File: src/common/psramPkg.sv
package psramPkg;

	// ----------------------------------------
	// Bus and counter widths
	// ----------------------------------------

	// USI register bus address width
	localparam int busAdrsBit = 16;

	// Master clock enable divider width
	localparam int divBit = 16;

	// One SPI frame word
	localparam int wordBit = 32;

	// Word count field in the frame header
	localparam int wordCntBit = wordBit - 2 - busAdrsBit;

	// ----------------------------------------
	// Frame commands
	// ----------------------------------------

	// Register bus write
	localparam logic [1:0] cmdUsiWrite = 2'd0;

	// Register bus read
	localparam logic [1:0] cmdUsiRead = 2'd1;

	// Stream bus write
	localparam logic [1:0] cmdUfiWrite = 2'd2;

	// Reserved code
	// frames carrying it are clocked through without bus activity
	localparam logic [1:0] cmdNone = 2'd3;

	// ----------------------------------------
	// Received frame word
	// ----------------------------------------

	// Same 32 shifted bits seen as header or as payload
	typedef union packed
	{
		// First word of a frame
		struct packed
		{
			logic [1:0] cmd;
			logic [wordCntBit-1:0] count;
			logic [busAdrsBit-1:0] adrs;
		} header;
		// Every later word
		logic [wordBit-1:0] data;
	} spiWordU;

endpackage

File: src/ckeGenerator.sv
`timescale 1ns/1ps

module ckeGenerator import psramPkg::*;
(
	input  logic sysClk,
	input  logic rst,
	input  logic cke,
	input  logic [divBit-1:0] div,
	output logic divCke
);

// Divider value held locally
logic [divBit-1:0] divReg;
logic [divBit-1:0] cnt;

always_ff @(posedge sysClk)
begin
	divReg <= div;
end

// ----------------------------------------
// Down counter
// ----------------------------------------
always_ff @(posedge sysClk)
begin
	if (rst || !cke)
	begin
		cnt <= '0;
		divCke <= 1'b0;
	end
	else if (cnt == '0)
	begin
		// One pulse per div+1 cycles
		cnt <= divReg;
		divCke <= 1'b1;
	end
	else
	begin
		cnt <= cnt - 1'b1;
		divCke <= 1'b0;
	end
end

endmodule

File: config.mk
export PLATFORM = sky130hd
export DESIGN_NAME = ckeGenerator
export DESIGN_NICKNAME = d
export VERILOG_FILES = /design/src/common/psramPkg.sv /design/src/ckeGenerator.sv
export SDC_FILE = /design/constraint.sdc
export NUM_CORES = 1
export LEC_CHECK = 0
export BUFFER_PORTS_ARGS = -buffer_cell sky130_fd_sc_hd__buf_2
export CAP_MARGIN = 20
export CORE_MARGIN = 10
export CORE_UTILIZATION = 53
export CTS_CLUSTER_SIZE = 28
export DETAILED_ROUTE_END_ITERATION = 8
export GPL_TIMING_DRIVEN = 0
export PLACE_DENSITY = 0.76
export SYNTH_ARGS = -nofsm -noshare
export SYNTH_HDL_FRONTEND = slang
export SYNTH_SLANG_ARGS = --single-unit
File: constraint.sdc
create_clock -name sysClk -period 2.05 [get_ports sysClk]
set_input_delay 0.205 -clock sysClk [delete_from_list [all_inputs] [get_ports sysClk]]
set_output_delay 0.205 -clock sysClk [all_outputs]
set_load 0.01 [all_outputs]
Word-level counts from Yosys, hierarchy flattened
Cells that the tools add are included.

word-level totals
  output and inout bits = 1
  memories kept = 0
  bits in latches = 0
  word-level logic and storage cells = 9
  ROM bits = 0
  input port bits = 19
  RAM bits = 0
  bits in registers = 33

operators by class
  add/sub/neg operators = 1
  reductions and logical operators = 3
  muxes and demuxes = 2
  divide/modulo/power cells = 0
  order comparisons = 0
  multipliers = 0
  shift-type cells = 0
  eq/ne operators = 0
  bitwise gates (word level) = 0

operators by type and width
  cell                                                 count
  zero test 16 bit                                     1
  2-to-1 mux 16 bit                                    1
  subtractor 16 x 1 -> 16 bit (second input constant)  1
  zero test 1 bit                                      1
  logical OR 1 bit                                     1
  2-to-1 mux 1 bit                                     1

Logic depth before layout (Yosys ltp)
  depth after elaboration = 2
  gate-level depth with buffers = 7
  mapped depth without buffers = 6

Worst setup path after synthesis
OpenSTA, ideal clock, no wires.

  path type = reg-to-reg
  from = reg cnt[0]
  to = reg cnt[3]
  library setup time = 0.086 ns
  required time = 1.964 ns
  setup slack = 0.531 ns
  arrival time = 1.434 ns
  period minus slack after synthesis = 1.519 ns
  stages on the path, launching flop included = 8
  buffers on the path = 1
  cell sequence = dfxtp_1 inv_1 ha_1 nor4b_1 nand4_1 clkbuf_1 nor2_1 a211oi_1

between the ends
  longest elaborated chain between the ends = 2
  elaborated cells on any way between the ends = 3
  classes of those cells = add/sub (1); mux (1); reduce/logical (1)

ends and longest elaborated chain
  element                                                                 RTL line                                source
  start: declaration                                                      ckeGenerator.sv:14                      logic [divBit-1:0] cnt;
  start signal: assignment                                                ckeGenerator.sv:34                      cnt <= divReg;
  start signal: assignment                                                ckeGenerator.sv:39                      cnt <= cnt - 1'b1;
  subtractor 16 x 1 -> 16 bit / zero test 16 bit (equally long branches)  ckeGenerator.sv:39, ckeGenerator.sv:31
  2-to-1 mux 16 bit *                                                     ckeGenerator.sv:31                      else if (cnt == '0)

Every way passes the cells marked *; elsewhere a longest branch is shown, timed or not.
A chain may end at the register's enable or synchronous reset.

Final worst setup path
  from = reg cnt[0]
  to = reg cnt[4]

The elaborated chain is that of the path after synthesis.

==> impl_metrics.py <==
metrics = {
    "status": {
        "status": "finished, final reports clean",
    },
    "setup_path": {
        "startpoint_type": "flop",
        "cp-startpoint": "cnt[0]",
        "worstSetupEndpoint": "cnt[4]",
        "path_class": "flop to flop",
        "worstRegToRegCells": 7,
        "r2r-start": "cnt[0]",
        "critPathCaptureType": "flop",
        "worst_ep_required_time_ps": 2280,
        "r2r_end": "cnt[4]",
        "crit_fanout": 10,
        "rrSetupSlack_ps": 200,
        "cp_data_arrival_time_ps": 2080,
    },
    "floorplan": {
        "core_mm2": 0.00221,
        "initial_core_util_pct": 55.1,
        "die_w_um": 68.0,
        "rows": 17,
        "ioPinCount": 20,
        "die_h_um": 68.0,
        "die_area_mm2": 0.00462,
    },
    "synth": {
        "netlist.area_leader.share_pct": 54.2,
        "synth_seq_cells": 33,
        "synthDistinctLibCells": 27,
        "synth_area_leaders": "dfxtp_1 (54%), xor2_1 (5.0%), a21oi_1 (4.9%)",
        "synthArstFlopShare_pct": 0,
        "synth_top_cell_by_area": "dfxtp_1",
        "syn_inst": 118,
        "ys.flop_type": "dfxtp_1",
        "postSynthAreaPerCell_um2": 10.3,
        "ys_seq_area_share_pct": 54.2,
        "synth_nets": 139,
        "yosysWarnings": 0,
        "synth_area_mm2": 0.00122,
        "synth_most_common_cell": "dfxtp_1",
        "synthTopCellsByCount": "dfxtp_1 (33), a21oi_1 (12), o21ai_1 (11), nor2_1 (8), xor2_1 (7)",
        "synth-edff-count": 0,
    },
    "global_routing": {
        "grt_antenna_before_repair": 0,
        "grt_max_degree": 12,
        "grt_pass1_vias": 1006,
        "grt_usage_pct": 12.8,
        "grt.overflow.total": 0,
        "grt_pass1_wl_mm": 4.46,
    },
    "timing": {
        "rsz0062_at_grt": "false",
        "finalHoldViolCount": 0,
        "setup_viol": 0,
        "period_needed_ps": 1850,
        "slew_headroom_pct": 61.1,
        "clock.fmax_mhz": 541,
        "worst_pin_slew_ps": 582,
        "clock_skew_ps": 6.00,
        "tns_ps": 0,
        "slew_viol_final": 0,
        "min_period_over_period_pct": 90.1,
    },
    "job": {
        "drv_cap": 0,
    },
    "hold_path": {
        "hp-class": "input pin to flop",
    },
    "routing": {
        "dr_total_vias": 977,
        "viasPerCell": 5.17,
        "drt-initial-drc-count": 13,
        "ant_nets": 0,
        "wl_per_cell_um": 13.7,
        "drcViolationCount": 0,
        "dr.pass1.iters": 4,
        "routed_wl_mm": 2.58,
    },
    "pwr": {
        "power_frac_comb_pct": 47.1,
        "power.internal_mw": 1.62,
        "power.share.sequential_pct": 34.6,
        "p_leak_nw": 0.646,
        "clockPowerShare_pct": 18.4,
        "irDropWorstVdd_mv": 1.16,
        "switching_power_mw": 1.10,
        "switching_share_pct": 40.6,
        "power.density_mw_per_mm2": 1700,
    },
    "placed_design": {
        "port_buffers": 19,
        "dp_hpwl_mm": 1.79,
        "place_congestion": 0.868,
    },
    "clocking": {
        "cts.clk_slew.worst_paths_ps": 100,
        "cts.sinks": 33,
        "clk_latency_ps": 310,
        "cts_tree": "done",
        "cts_setup_buffers": 0,
        "numCtsBuffers": 5,
        "h-tree-depth": 2,
        "cts.repair.resized": 0,
        "cts-root-buf": "clkbuf_4",
        "cts.path.max_buffers": 2,
    },
    "finish": {
        "num_antenna_cells": 0,
        "postLayoutCoreUtil_pct": 72.3,
        "final_nets": 181,
        "regArea_um2": 661,
        "fillers": 174,
        "multiInputGateArea_um2": 518,
        "drive_gt1_share_pct": 21.7,
        "area_growth_pct": 31.1,
    },
}
[routing by layer]
layer | part of all wire (%) | vias to the layer above | wire length [um] | global-route usage (%)
li1 | - | 499 | - | -
met1 | 44 | 458 | 1140 | 14.6
met2 | 51 | 18 | 1310 | 21.2
met3 | 4.6 | 2 | 118 | 5.06
met4 | 0.66 | 0 | 17 | 4.77
met5 | 0 | - | 0 | 0
[sequential cells by signal, indices dropped and copies added, names as in the netlist]
name and cells:
cnt 16, divCke 1, divReg 16
[cell usage in the layout, fill, tap and decap left out]
cell / netlist / routed
clkinvlp_4: 0 / 1
clkbuf_1: 3 / 3
ha_1: 2 / 2
o311a_1: 1 / 1
inv_1: 4 / 4
mux2i_1: 1 / 1
nor2b_1: 1 / 1
nand3b_1: 1 / 1
nor4b_1: 1 / 1
dlygate4sd3_1: 0 / 16
nand2b_1: 2 / 2
a211oi_2: 2 / 2
nor4_2: 2 / 2
o21ai_1: 11 / 11
nand4b_1: 2 / 2
nor3_1: 3 / 3
nand2_1: 1 / 1
a211oi_1: 3 / 3
a21oi_1: 12 / 12
bufinv_16: 0 / 1
nor4_4: 1 / 1
xnor2_1: 5 / 5
or3_1: 1 / 1
buf_2: 3 / 22
clkbuf_8: 0 / 1
nand3_1: 2 / 2
nor3b_1: 3 / 3
nor2_1: 8 / 8
nand4_1: 3 / 3
dfxtp_1: 33 / 33
xor2_1: 7 / 7
clkbuf_4: 0 / 5
[power groups by stage]
stage          sequential, mW  combinational (mW)  clock (mW)
3_3_place_gp            0.942                1.20           0
4_1_cts                 0.939                1.28       0.511
5_1_grt                 0.962                1.45       0.544
3_5_place_dp            0.952                1.24           0
2_1_floorplan           0.925               0.993           0
6_report                0.941                1.28       0.500
[layout make-up]
cell class / instances / share of cell area [%]
clock buffers: 6 / 3.21
repair buffers: 35 / 16.0
flip-flops and latches: 33 / 41.3
inverters: 4 / 0.939
well taps: 28 / 2.19
multi-input cells: 75 / 32.4
clock inverters: 2 / 2.35
plain buffers: 6 / 1.64
[worst max-delay path, cell delays in order (launching register included)]
cell      delay [ps]
dfxtp_1          440
inv_1            100
ha_1             220
nor4b_1          140
nand4_1          140
clkbuf_1         410
nor2_1            80
a211oi_1         240
[how the worst min path moves through the flow]
stage,from,end,slack [ps],depth (start not counted)
after detailed placement,div[6],divReg[6],310,1
final,rst,cnt[5],160,4
after global routing,rst,cnt[5],200,4
after global placement,div[8],divReg[8],310,1
after CTS,rst,cnt[5],150,4
after floorplan,div[0],divReg[0],230,0
[per-stage QoR]
stage | hold WS (ps) | cell area [um2] | std cells | power, mW | setup WS, ps
finish | 163 | 1600 | 189 | 2.72 | 203
CTS | 149 | 1600 | 189 | 2.73 | 202
global route | 201 | 1600 | 189 | 2.95 | 52.7
global placement | 307 | 1350 | 165 | 2.14 | 310
floorplan | 233 | 1220 | 118 | 1.92 | 531
detailed placement | 309 | 1350 | 165 | 2.19 | 238
[kinds of logic after synthesis]
| family | Yosys count | synth area share [%] |
|---|---|---|
| flops | 33 | 54.2 |
| compound gates | 29 | 14.2 |
| xor+xnor | 12 | 8.62 |
| fa+ha+maj | 2 | 2.05 |
| simple gates | 31 | 16.8 |
| buf+inv | 10 | 3.38 |
| mux | 1 | 0.821 |
[repair_timing]
item                       4_1_cts  5_1_grt
setup endpoints to repair        0        0
hold buffers                    16        0
hold endpoints to repair        16        0
Note: power is estimated with default switching activity, not from simulation.
