## src/spiSignal/spiMasterByte.sv

```systemverilog
`timescale 1ns/1ps

module spiMasterByte
(
	input  logic sysClk,
	input  logic rst,
	input  logic divCke,
	input  logic [7:0] wd,
	input  logic wEd,
	input  logic misoIn,
	output logic sckOut,
	output logic mosiOut,
	output logic [7:0] rd,
	output logic intr
);

// ----------------------------------------
// Byte sequencer
// ----------------------------------------
logic busy;
// Half period counter, 16 per byte
logic [3:0] edgeCnt;
logic lastEdge;
// Transmit and receive shifters
logic [7:0] txReg;
logic [7:0] rxReg;

assign lastEdge = divCke & busy & (edgeCnt == 4'd15);

always_ff @(posedge sysClk)
begin
	if (rst)
	begin
		busy <= 1'b0;
		edgeCnt <= '0;
		sckOut <= 1'b0;
		mosiOut <= 1'b0;
		intr <= 1'b0;
	end
	else
	begin
		intr <= 1'b0;
		if (!busy && wEd)
		begin
			// Start of byte with MSB already on mosi
			busy <= 1'b1;
			edgeCnt <= '0;
			sckOut <= 1'b0;
			mosiOut <= wd[7];
		end
		else if (busy && divCke)
		begin
			sckOut <= ~sckOut;
			edgeCnt <= edgeCnt + 4'd1;
			// Falling edge presents the next bit
			if (sckOut)
				mosiOut <= txReg[6];
			if (lastEdge)
			begin
				busy <= 1'b0;
				intr <= 1'b1;
			end
		end
	end
end

// ----------------------------------------
// Data shifters
// ----------------------------------------
always_ff @(posedge sysClk)
begin
	if (!busy && wEd)
		txReg <= wd;
	else if (busy && divCke && sckOut)
		txReg <= {txReg[6:0], 1'b0};
end

// Sample miso as sck goes high
always_ff @(posedge sysClk)
begin
	if (busy && divCke && !sckOut)
		rxReg <= {rxReg[6:0], misoIn};
end

// Result holds until the next byte ends
always_ff @(posedge sysClk)
begin
	if (lastEdge)
		rd <= rxReg;
end

endmodule

```

## config.mk

```make
export PLATFORM = sky130hd
export DESIGN_NAME = spiMasterByte
export DESIGN_NICKNAME = d
export VERILOG_FILES = /design/src/spiSignal/spiMasterByte.sv
export SDC_FILE = /design/constraint.sdc
export NUM_CORES = 1
export LEC_CHECK = 0
export ABC_AREA = 1
export ABC_CLOCK_PERIOD_IN_PS = 2400
export BUFFER_PORTS_ARGS = -buffer_cell sky130_fd_sc_hd__clkbuf_2
export CAP_MARGIN = 20
export CORE_AREA = 2 2 49 51
export CTS_CLUSTER_DIAMETER = 150
export CTS_CLUSTER_SIZE = 12
export DETAILED_ROUTE_END_ITERATION = 12
export DIE_AREA = 0 0 51 53
export PLACE_DENSITY_LB_ADDON = 0.3
export SKIP_CTS_REPAIR_TIMING = 1
export SLEW_MARGIN = 20
export SYNTH_ARGS = -nofsm -noshare
export SYNTH_HDL_FRONTEND = slang
export SYNTH_SLANG_ARGS = --single-unit
```

## constraint.sdc

```tcl
create_clock -name sysClk -period 2.4 [get_ports sysClk]
set_input_delay 0.24 -clock sysClk [delete_from_list [all_inputs] [get_ports sysClk]]
set_output_delay 0.24 -clock sysClk [all_outputs]
set_load 0.05 [all_outputs]
```

# Yosys cells after proc, flatten, opt, wreduce, memory -nomap -nowiden
# Index checks and enable logic that the tools add are counted.
# W data, S select, Z words.
dict set report totals {
  ff_bits 31
  input_bits 13
  output_inout_bits 11
}
dict set report classes {
  addsub 1
  n_eq_ne 1
  mux 9
  bitwise 4
  reduce_logical 14
}
# operator n
set ops {}
lappend ops {{$mux W7} 2}
lappend ops {{$reduce_bool A2 Y1} 4}
lappend ops {{$mux W1} 7}
lappend ops {{$add A4 B1 Y4 const B} 1}
lappend ops {{$eq A4 B4 Y1 const B} 1}
lappend ops {{$logic_and A1 B1 Y1} 4}
lappend ops {{$reduce_and A2 Y1} 2}
lappend ops {{$reduce_or A3 Y1} 1}
lappend ops {{$and A1 B1 Y1} 2}
lappend ops {{$logic_not A1 Y1} 2}
lappend ops {{$not A1 Y1} 2}
lappend ops {{$reduce_or A2 Y1} 1}

# Logic depth before layout (Yosys ltp)
# Gate-level depths: netlist (run 1).
dict set report logic_depth {
  word_depth 5
  ltp_mapped 7
  ltp_nobuf 6
}

# Worst setup path before layout (run 1)
# OpenSTA, ideal clock, no wires.
dict set report synth_path {
  path_type {register to register}
  from {register sckOut}
  to {register txReg[0] (enable)}
  arrival_time_ns 1.053
  setup_slack_ns 1.020
  path_stages_with_launch 3
  cell_sequence {dfxtp_1 nand3_1 nand2_1}
}
dict set report synth_via {
  elab_chain_len 2
}
# item line_no
set synth_rtl {}
lappend synth_rtl {{start, declared} 11} ;# output logic sckOut,
lappend synth_rtl {{start signal, assigned} 53} ;# sckOut <= ~sckOut;
lappend synth_rtl {{$logic_and A1 B1 Y1} 74} ;# else if (busy && divCke && sckOut)
lappend synth_rtl {{$reduce_bool A2 Y1 (no source line)} n/a}
lappend synth_rtl {{end signal, assigned} 73} ;# txReg <= wd;
lappend synth_rtl {{end signal, assigned} 75} ;# txReg <= {txReg[6:0], 1'b0};
lappend synth_rtl {{end, declared} 25} ;# logic [7:0] txReg;
# No other way between the ends.
# A chain may end at the register's enable or synchronous reset.

# Final worst setup path (run 1)
dict set report layout_path {
  from {register busy}
  to {register rxReg[3] (enable)}
}
dict set report layout_via {
  elab_chain_len 2
}
# item line_no
set layout_rtl {}
lappend layout_rtl {{start, declared} 20} ;# logic busy;
lappend layout_rtl {{start signal, assigned} 34} ;# busy <= 1'b0;
lappend layout_rtl {{start signal, assigned} 46} ;# busy <= 1'b1;
lappend layout_rtl {{start signal, assigned} 60} ;# busy <= 1'b0;
lappend layout_rtl {{$logic_and A1 B1 Y1 (2 in a row)} 81} ;# if (busy && divCke && !sckOut)
lappend layout_rtl {{end signal, assigned} 82} ;# rxReg <= {rxReg[6:0], misoIn};
lappend layout_rtl {{end, declared} 26} ;# logic [7:0] rxReg;
# No other way between the ends.

==> qor.yml, run 1 <==
worst_hold_path:
  min_path_type: "input port to flip-flop"
placement:
  place.gp.congestion: 0.729
  dp_hpwl_mm: 1.38
  dp_cells: 143
  post_dp_cell_area_um2: 1290
  portBuffers: 23
clock_network:
  cts_buffers: 5
  ctsHtreeMaxLevel: 2
  root_buffer: "clkbuf_4"
  clkLatencyLatePin_ns: 0.33
  path_clk_slew_ns: 0.09
  clk_path_buf_depth: 2
  cts_sinks: 31
  cts_tree: "yes"
sta:
  slew_viol_final: 0
  finalSetupTns_ns: 0
  finalSetupViolCount: 0
  rsz0062_at_grt: "false"
  hold_viol: 0
  fmax_ghz: 0.679
  slew_headroom: 0.549
  period_share: 0.614
  tightest_slew_ns: 0.674
  timing.final.crit_period_ns: 1.47
  skew_ns: 0.00784
yosys:
  syn_area_um2: 1150
  syn_inst: 94
  syn_nets: 108
  synth_cell_types: 18
  synth_seq_cells: 31
  ys.warnings.count: 0
  ys_seq_area_frac: 0.738
  syn_area_per_cell_um2: 12.3
layout:
  drive_gt1_frac: 0.268
  final_cell_mix: "nand2_1 (24), clkbuf_2 (23), edfxtp_1 (23)"
  layout_commonest_cell: "nand2_1"
  n_antenna_cell: 0
  nets: 136
  fin_cells: 151
  area_delta_synth_final_pct: 17.6
  fin_area_um2: 1360
  fill_cells: 180
power_and_ir_drop:
  clock_power_share: 0.333
  p_per_area_nw_per_um2: 747
  intPower_mw: 0.792
  combPwrFrac: 0.068
  p_sw_frac: 0.217
  p_seq_frac: 0.600
  ir_drop_mv: 0.457
  p_sw_mw: 0.220
  leakage_nw: 0.574
global_route:
  grt_pass1_wl_mm: 2.95
  grt_usage: 0.164
  antenna_found_initial: 0
  grt_max_degree: 13
  grt_pass1_vias: 635
  grt_remaining_overflow: 0
setup_path:
  worst_path_dominant_cell_family: "simple AND/OR/NAND/NOR gates"
  crit_fanout: 8
  worstPathCellList: "nand2_1 > nor2_1"
  startpoint_type: "flip-flop"
  path_buf_inv: 0
  required_ns: 2.37
  max_stage_delay_ns: 0.55
  slowest_stage: "nor2_1"
  crit_type: "flip-flop to flip-flop"
  cp.arrival_ns: 1.44
  cp-end-kind: "flip-flop"
routing:
  drt_iter0_markers: 28
  vias: 756
  wl_per_cell_um: 12.5
  finalWirelength_mm: 1.88
  drc: 0
  vias_per_cell: 5.01
  dr.pass1.iters: 4
  ant_nets: 0
run:
  drv_cap: 0
status:
  outcome: "finished clean"
floorplanning:
  core_area_um2: 2150
  die_h_um: 53
  dieArea_um2: 2700
  initial_core_util: 0.537
  rows: 17
  die_w_um: 51
  ios: 24
[final timing paths]
kind	start	to	slack (ns)	cells after the start
setup reg to reg	busy	rxReg[3]	0.93	2
setup / recovery	busy	rxReg[3]	0.93	2
hold / removal	misoIn	rxReg[0]	0.08	1
hold reg to reg	rxReg[7]	rd[7]	0.43	0
[power by group through the flow]
stage,registers [mW],logic [mW],clock network (mW)
after global routing,0.610,0.0780,0.366
final,0.607,0.0686,0.337
after global placement,0.618,0.0655,0
after detailed placement,0.620,0.0690,0
after CTS,0.607,0.0692,0.345
after floorplan,0.624,0.0416,0
[stage by stage]
| stage | util | power (mW) | worst slack, ns | hold slack (ns) |
|---|---|---|---|---|
| 2_1_floorplan | - | 0.666 | 1.02 | 0.309 |
| 3_3_place_gp | 0.599 | 0.683 | 0.993 | 0.402 |
| 3_5_place_dp | 0.599 | 0.689 | 0.923 | 0.418 |
| 4_1_cts | 0.631 | 1.02 | 0.904 | 0.0695 |
| 5_1_grt | 0.631 | 1.05 | 0.800 | 0.0669 |
| 6_report | 0.631 | 1.01 | 0.928 | 0.0808 |
[cell usage after synthesis]
cell type,n,share of area
or2_0,1,0.0054
nor3b_2,1,0.011
buf_6,1,0.0098
dfxtp_1,8,0.14
ha_1,1,0.011
nand2_2,1,0.0054
a21oi_1,3,0.013
inv_2,1,0.0033
edfxtp_1,23,0.60
or2_1,1,0.0054
nand2_1,24,0.078
buf_2,1,0.0043
inv_1,5,0.016
o21bai_1,2,0.013
nand3_1,10,0.043
xor2_1,1,0.0076
nor2_1,9,0.029
nand3b_1,1,0.0065
[state kept, by name, summed over array words and instances (netlist names)]
register / cells
sckOut: 1
busy: 1
rd: 8
rxReg: 8
edgeCnt: 4
intr: 1
mosiOut: 1
txReg: 7
[kinds of logic after synthesis]
kind of cell    synth area share
fa+ha+maj                 0.0108
compound gates            0.0260
xor+xnor                 0.00759
simple gates               0.184
buf+inv                   0.0336
flops                      0.738
[per-layer routing]
metal	track usage	vias to the layer above	wire, um
met4	0.0946	0	36
li1	-	377	-
met5	0	-	0
met3	0.0763	6	121
met2	0.240	23	923
met1	0.200	350	801
[final cells by class]
type                       count  area, um2  area share
sequential                    31        851       0.627
multi-input combinational     55        264       0.195
timing repair buffer          23        115      0.0849
clock buffer                   8       68.8      0.0507
tap                           28       35.0      0.0258
inverter                       6       22.5      0.0166
(Power assumes the default switching activity.)
==> run 2: changes to the inputs <==
ABC_CLOCK_PERIOD_IN_PS = 1530   (was 2400)
CORE_AREA = 2 2 51 53   (was 2 2 49 51)
DIE_AREA = 0 0 53 55   (was 0 0 51 53)
clock period = 1.53 ns   (was 2.4 ns; I/O delays follow)
==> run 2 against run 1 <==
  * Clock-buffer cell count is the same
  * Largest cell class unchanged
  * Non-clock buffer count rose by 3
  * Largest power group unchanged
  * Global-route usage shrank 2.2 points
==> qor.yml, run 2 (synthesized netlist as in run 1, its figures left out) <==
status:
  outcome: "finished clean"
power_and_ir_drop:
  p_per_area_nw_per_um2: 1090
  leakage_nw: 0.574
  ir_drop_mv: 0.637
sta:
  skew_ns: 0.00551
  timing.final.crit_period_ns: 1.38
  rsz0062_at_grt: "false"
  whs_ns: 0.0436
  slew_headroom: 0.785
  hold_viol: 0
  period_share: 0.900
  fmax_ghz: 0.726
  slew_viol_final: 0
  tightest_slew_ns: 0.322
  finalSetupTns_ns: 0
  timing.final.ws_setup_ns: 0.152
  finalSetupViolCount: 0
floorplanning:
  ios: 24
  initial_core_util: 0.488
  dieArea_um2: 2920
  die_h_um: 55
  core_area_um2: 2360
  die_w_um: 53
  rows: 18
clock_network:
  ctsHtreeMaxLevel: 2
  clkLatencyLatePin_ns: 0.31
  clk_path_buf_depth: 2
  path_clk_slew_ns: 0.09
  cts_tree: "yes"
  cts_buffers: 5
  cts_sinks: 31
  root_buffer: "clkbuf_4"
setup_path:
  cp-end-kind: "flip-flop"
  ff2ff_setup_slack_ns: 0.15
  required_ns: 1.54
  r2r_start: "edgeCnt[0]"
  reg2reg_to: "rd[5]"
  crit_type: "flip-flop to flip-flop"
  startpoint_type: "flip-flop"
  cp.arrival_ns: 1.39
  crit_fanout: 8
  worstRegToRegCells: 4
run:
  drv_cap: 0
layout:
  nets: 139
  final_cell_mix: "nand2_1 (24), clkbuf_2 (23), edfxtp_1 (23)"
  fin_area_um2: 1360
  area_delta_synth_final_pct: 18.2
  drive_gt1_frac: 0.270
  reg_top3: "rd (8), rxReg (8), txReg (7)"
  n_antenna_cell: 0
  layout_commonest_cell: "nand2_1"
worst_hold_path:
  hp-start: "rst"
  hold_depth: 2
  hold_end: "busy"
  min_path_type: "input port to flip-flop"
global_route:
  grt_max_degree: 10
  antenna_found_initial: 0
  grt_remaining_overflow: 0
  grt_usage: 0.143
  grt_pass1_wl_mm: 2.76
  grt_pass1_vias: 632
routing:
  drc: 0
  vias_per_cell: 4.84
  ant_nets: 0
  vias: 755
  dr.pass1.iters: 4
  finalWirelength_mm: 1.74
  wl_per_cell_um: 11.1
  drt_iter0_markers: 15
placement:
  dp_hpwl_mm: 1.30
  post_dp_cell_area_um2: 1310
  portBuffers: 23
  place.gp.congestion: 0.730
  dp_slack_ns: 0.0684
[run 2: changes by cell type in the layout (fill, tap and decap cells not counted), sizes merged]
| cell | previous run | this run |
|---|---|---|
| buf | 0 | 2 |
| dlygate4sd3 | 0 | 1 |
[run 2: through the flow]
step	cells	power (mW)	utilization
6_report	156	1.49	0.577
5_1_grt	156	1.58	0.577
2_1_floorplan	94	1.04	-
3_5_place_dp	147	1.08	0.552
3_3_place_gp	147	1.08	0.552
4_1_cts	155	1.51	0.572
[run 2: report_power, final]
part	switching, mW	internal, mW
sequential	0.0138	0.938
combinational	0.0710	0.0413
clock	0.244	0.183
[run 2: how the worst max path moves through the flow]
stage                     startpoint       end  cells past startpoint
after global placement    edgeCnt[0]     rd[4]                      4
after CTS                 edgeCnt[0]     rd[5]                      4
after floorplan               sckOut  txReg[0]                      2
after detailed placement  edgeCnt[0]     rd[2]                      4
after global routing      edgeCnt[0]     rd[0]                      4
final                     edgeCnt[0]     rd[5]                      4
[run 2: cell type report]
class | count | area (um2)
repair buffers | 26 | 140
flip-flops and latches | 31 | 851
multi-input cells | 55 | 264
clock buffers | 8 | 48.8
inverters | 6 | 22.5
well taps | 30 | 37.5
fillers | 213 | 1000
[run 2: metal layers]
| layer | global-route usage | part of all wire | up-vias |
|---|---|---|---|
| met3 | 0.0726 | 0.040 | 5 |
| met5 | 0 | 0 | - |
| met2 | 0.223 | 0.51 | 13 |
| met4 | 0.0641 | 0.017 | 0 |
| li1 | - | - | 380 |
| met1 | 0.166 | 0.43 | 357 |
[run 2: worst max-delay path, stage by stage (launching register included)]
cell     delay [ns]
dfxtp_1        0.39
ha_1           0.16
nand3_1        0.12
or2_1          0.26
inv_2          0.16
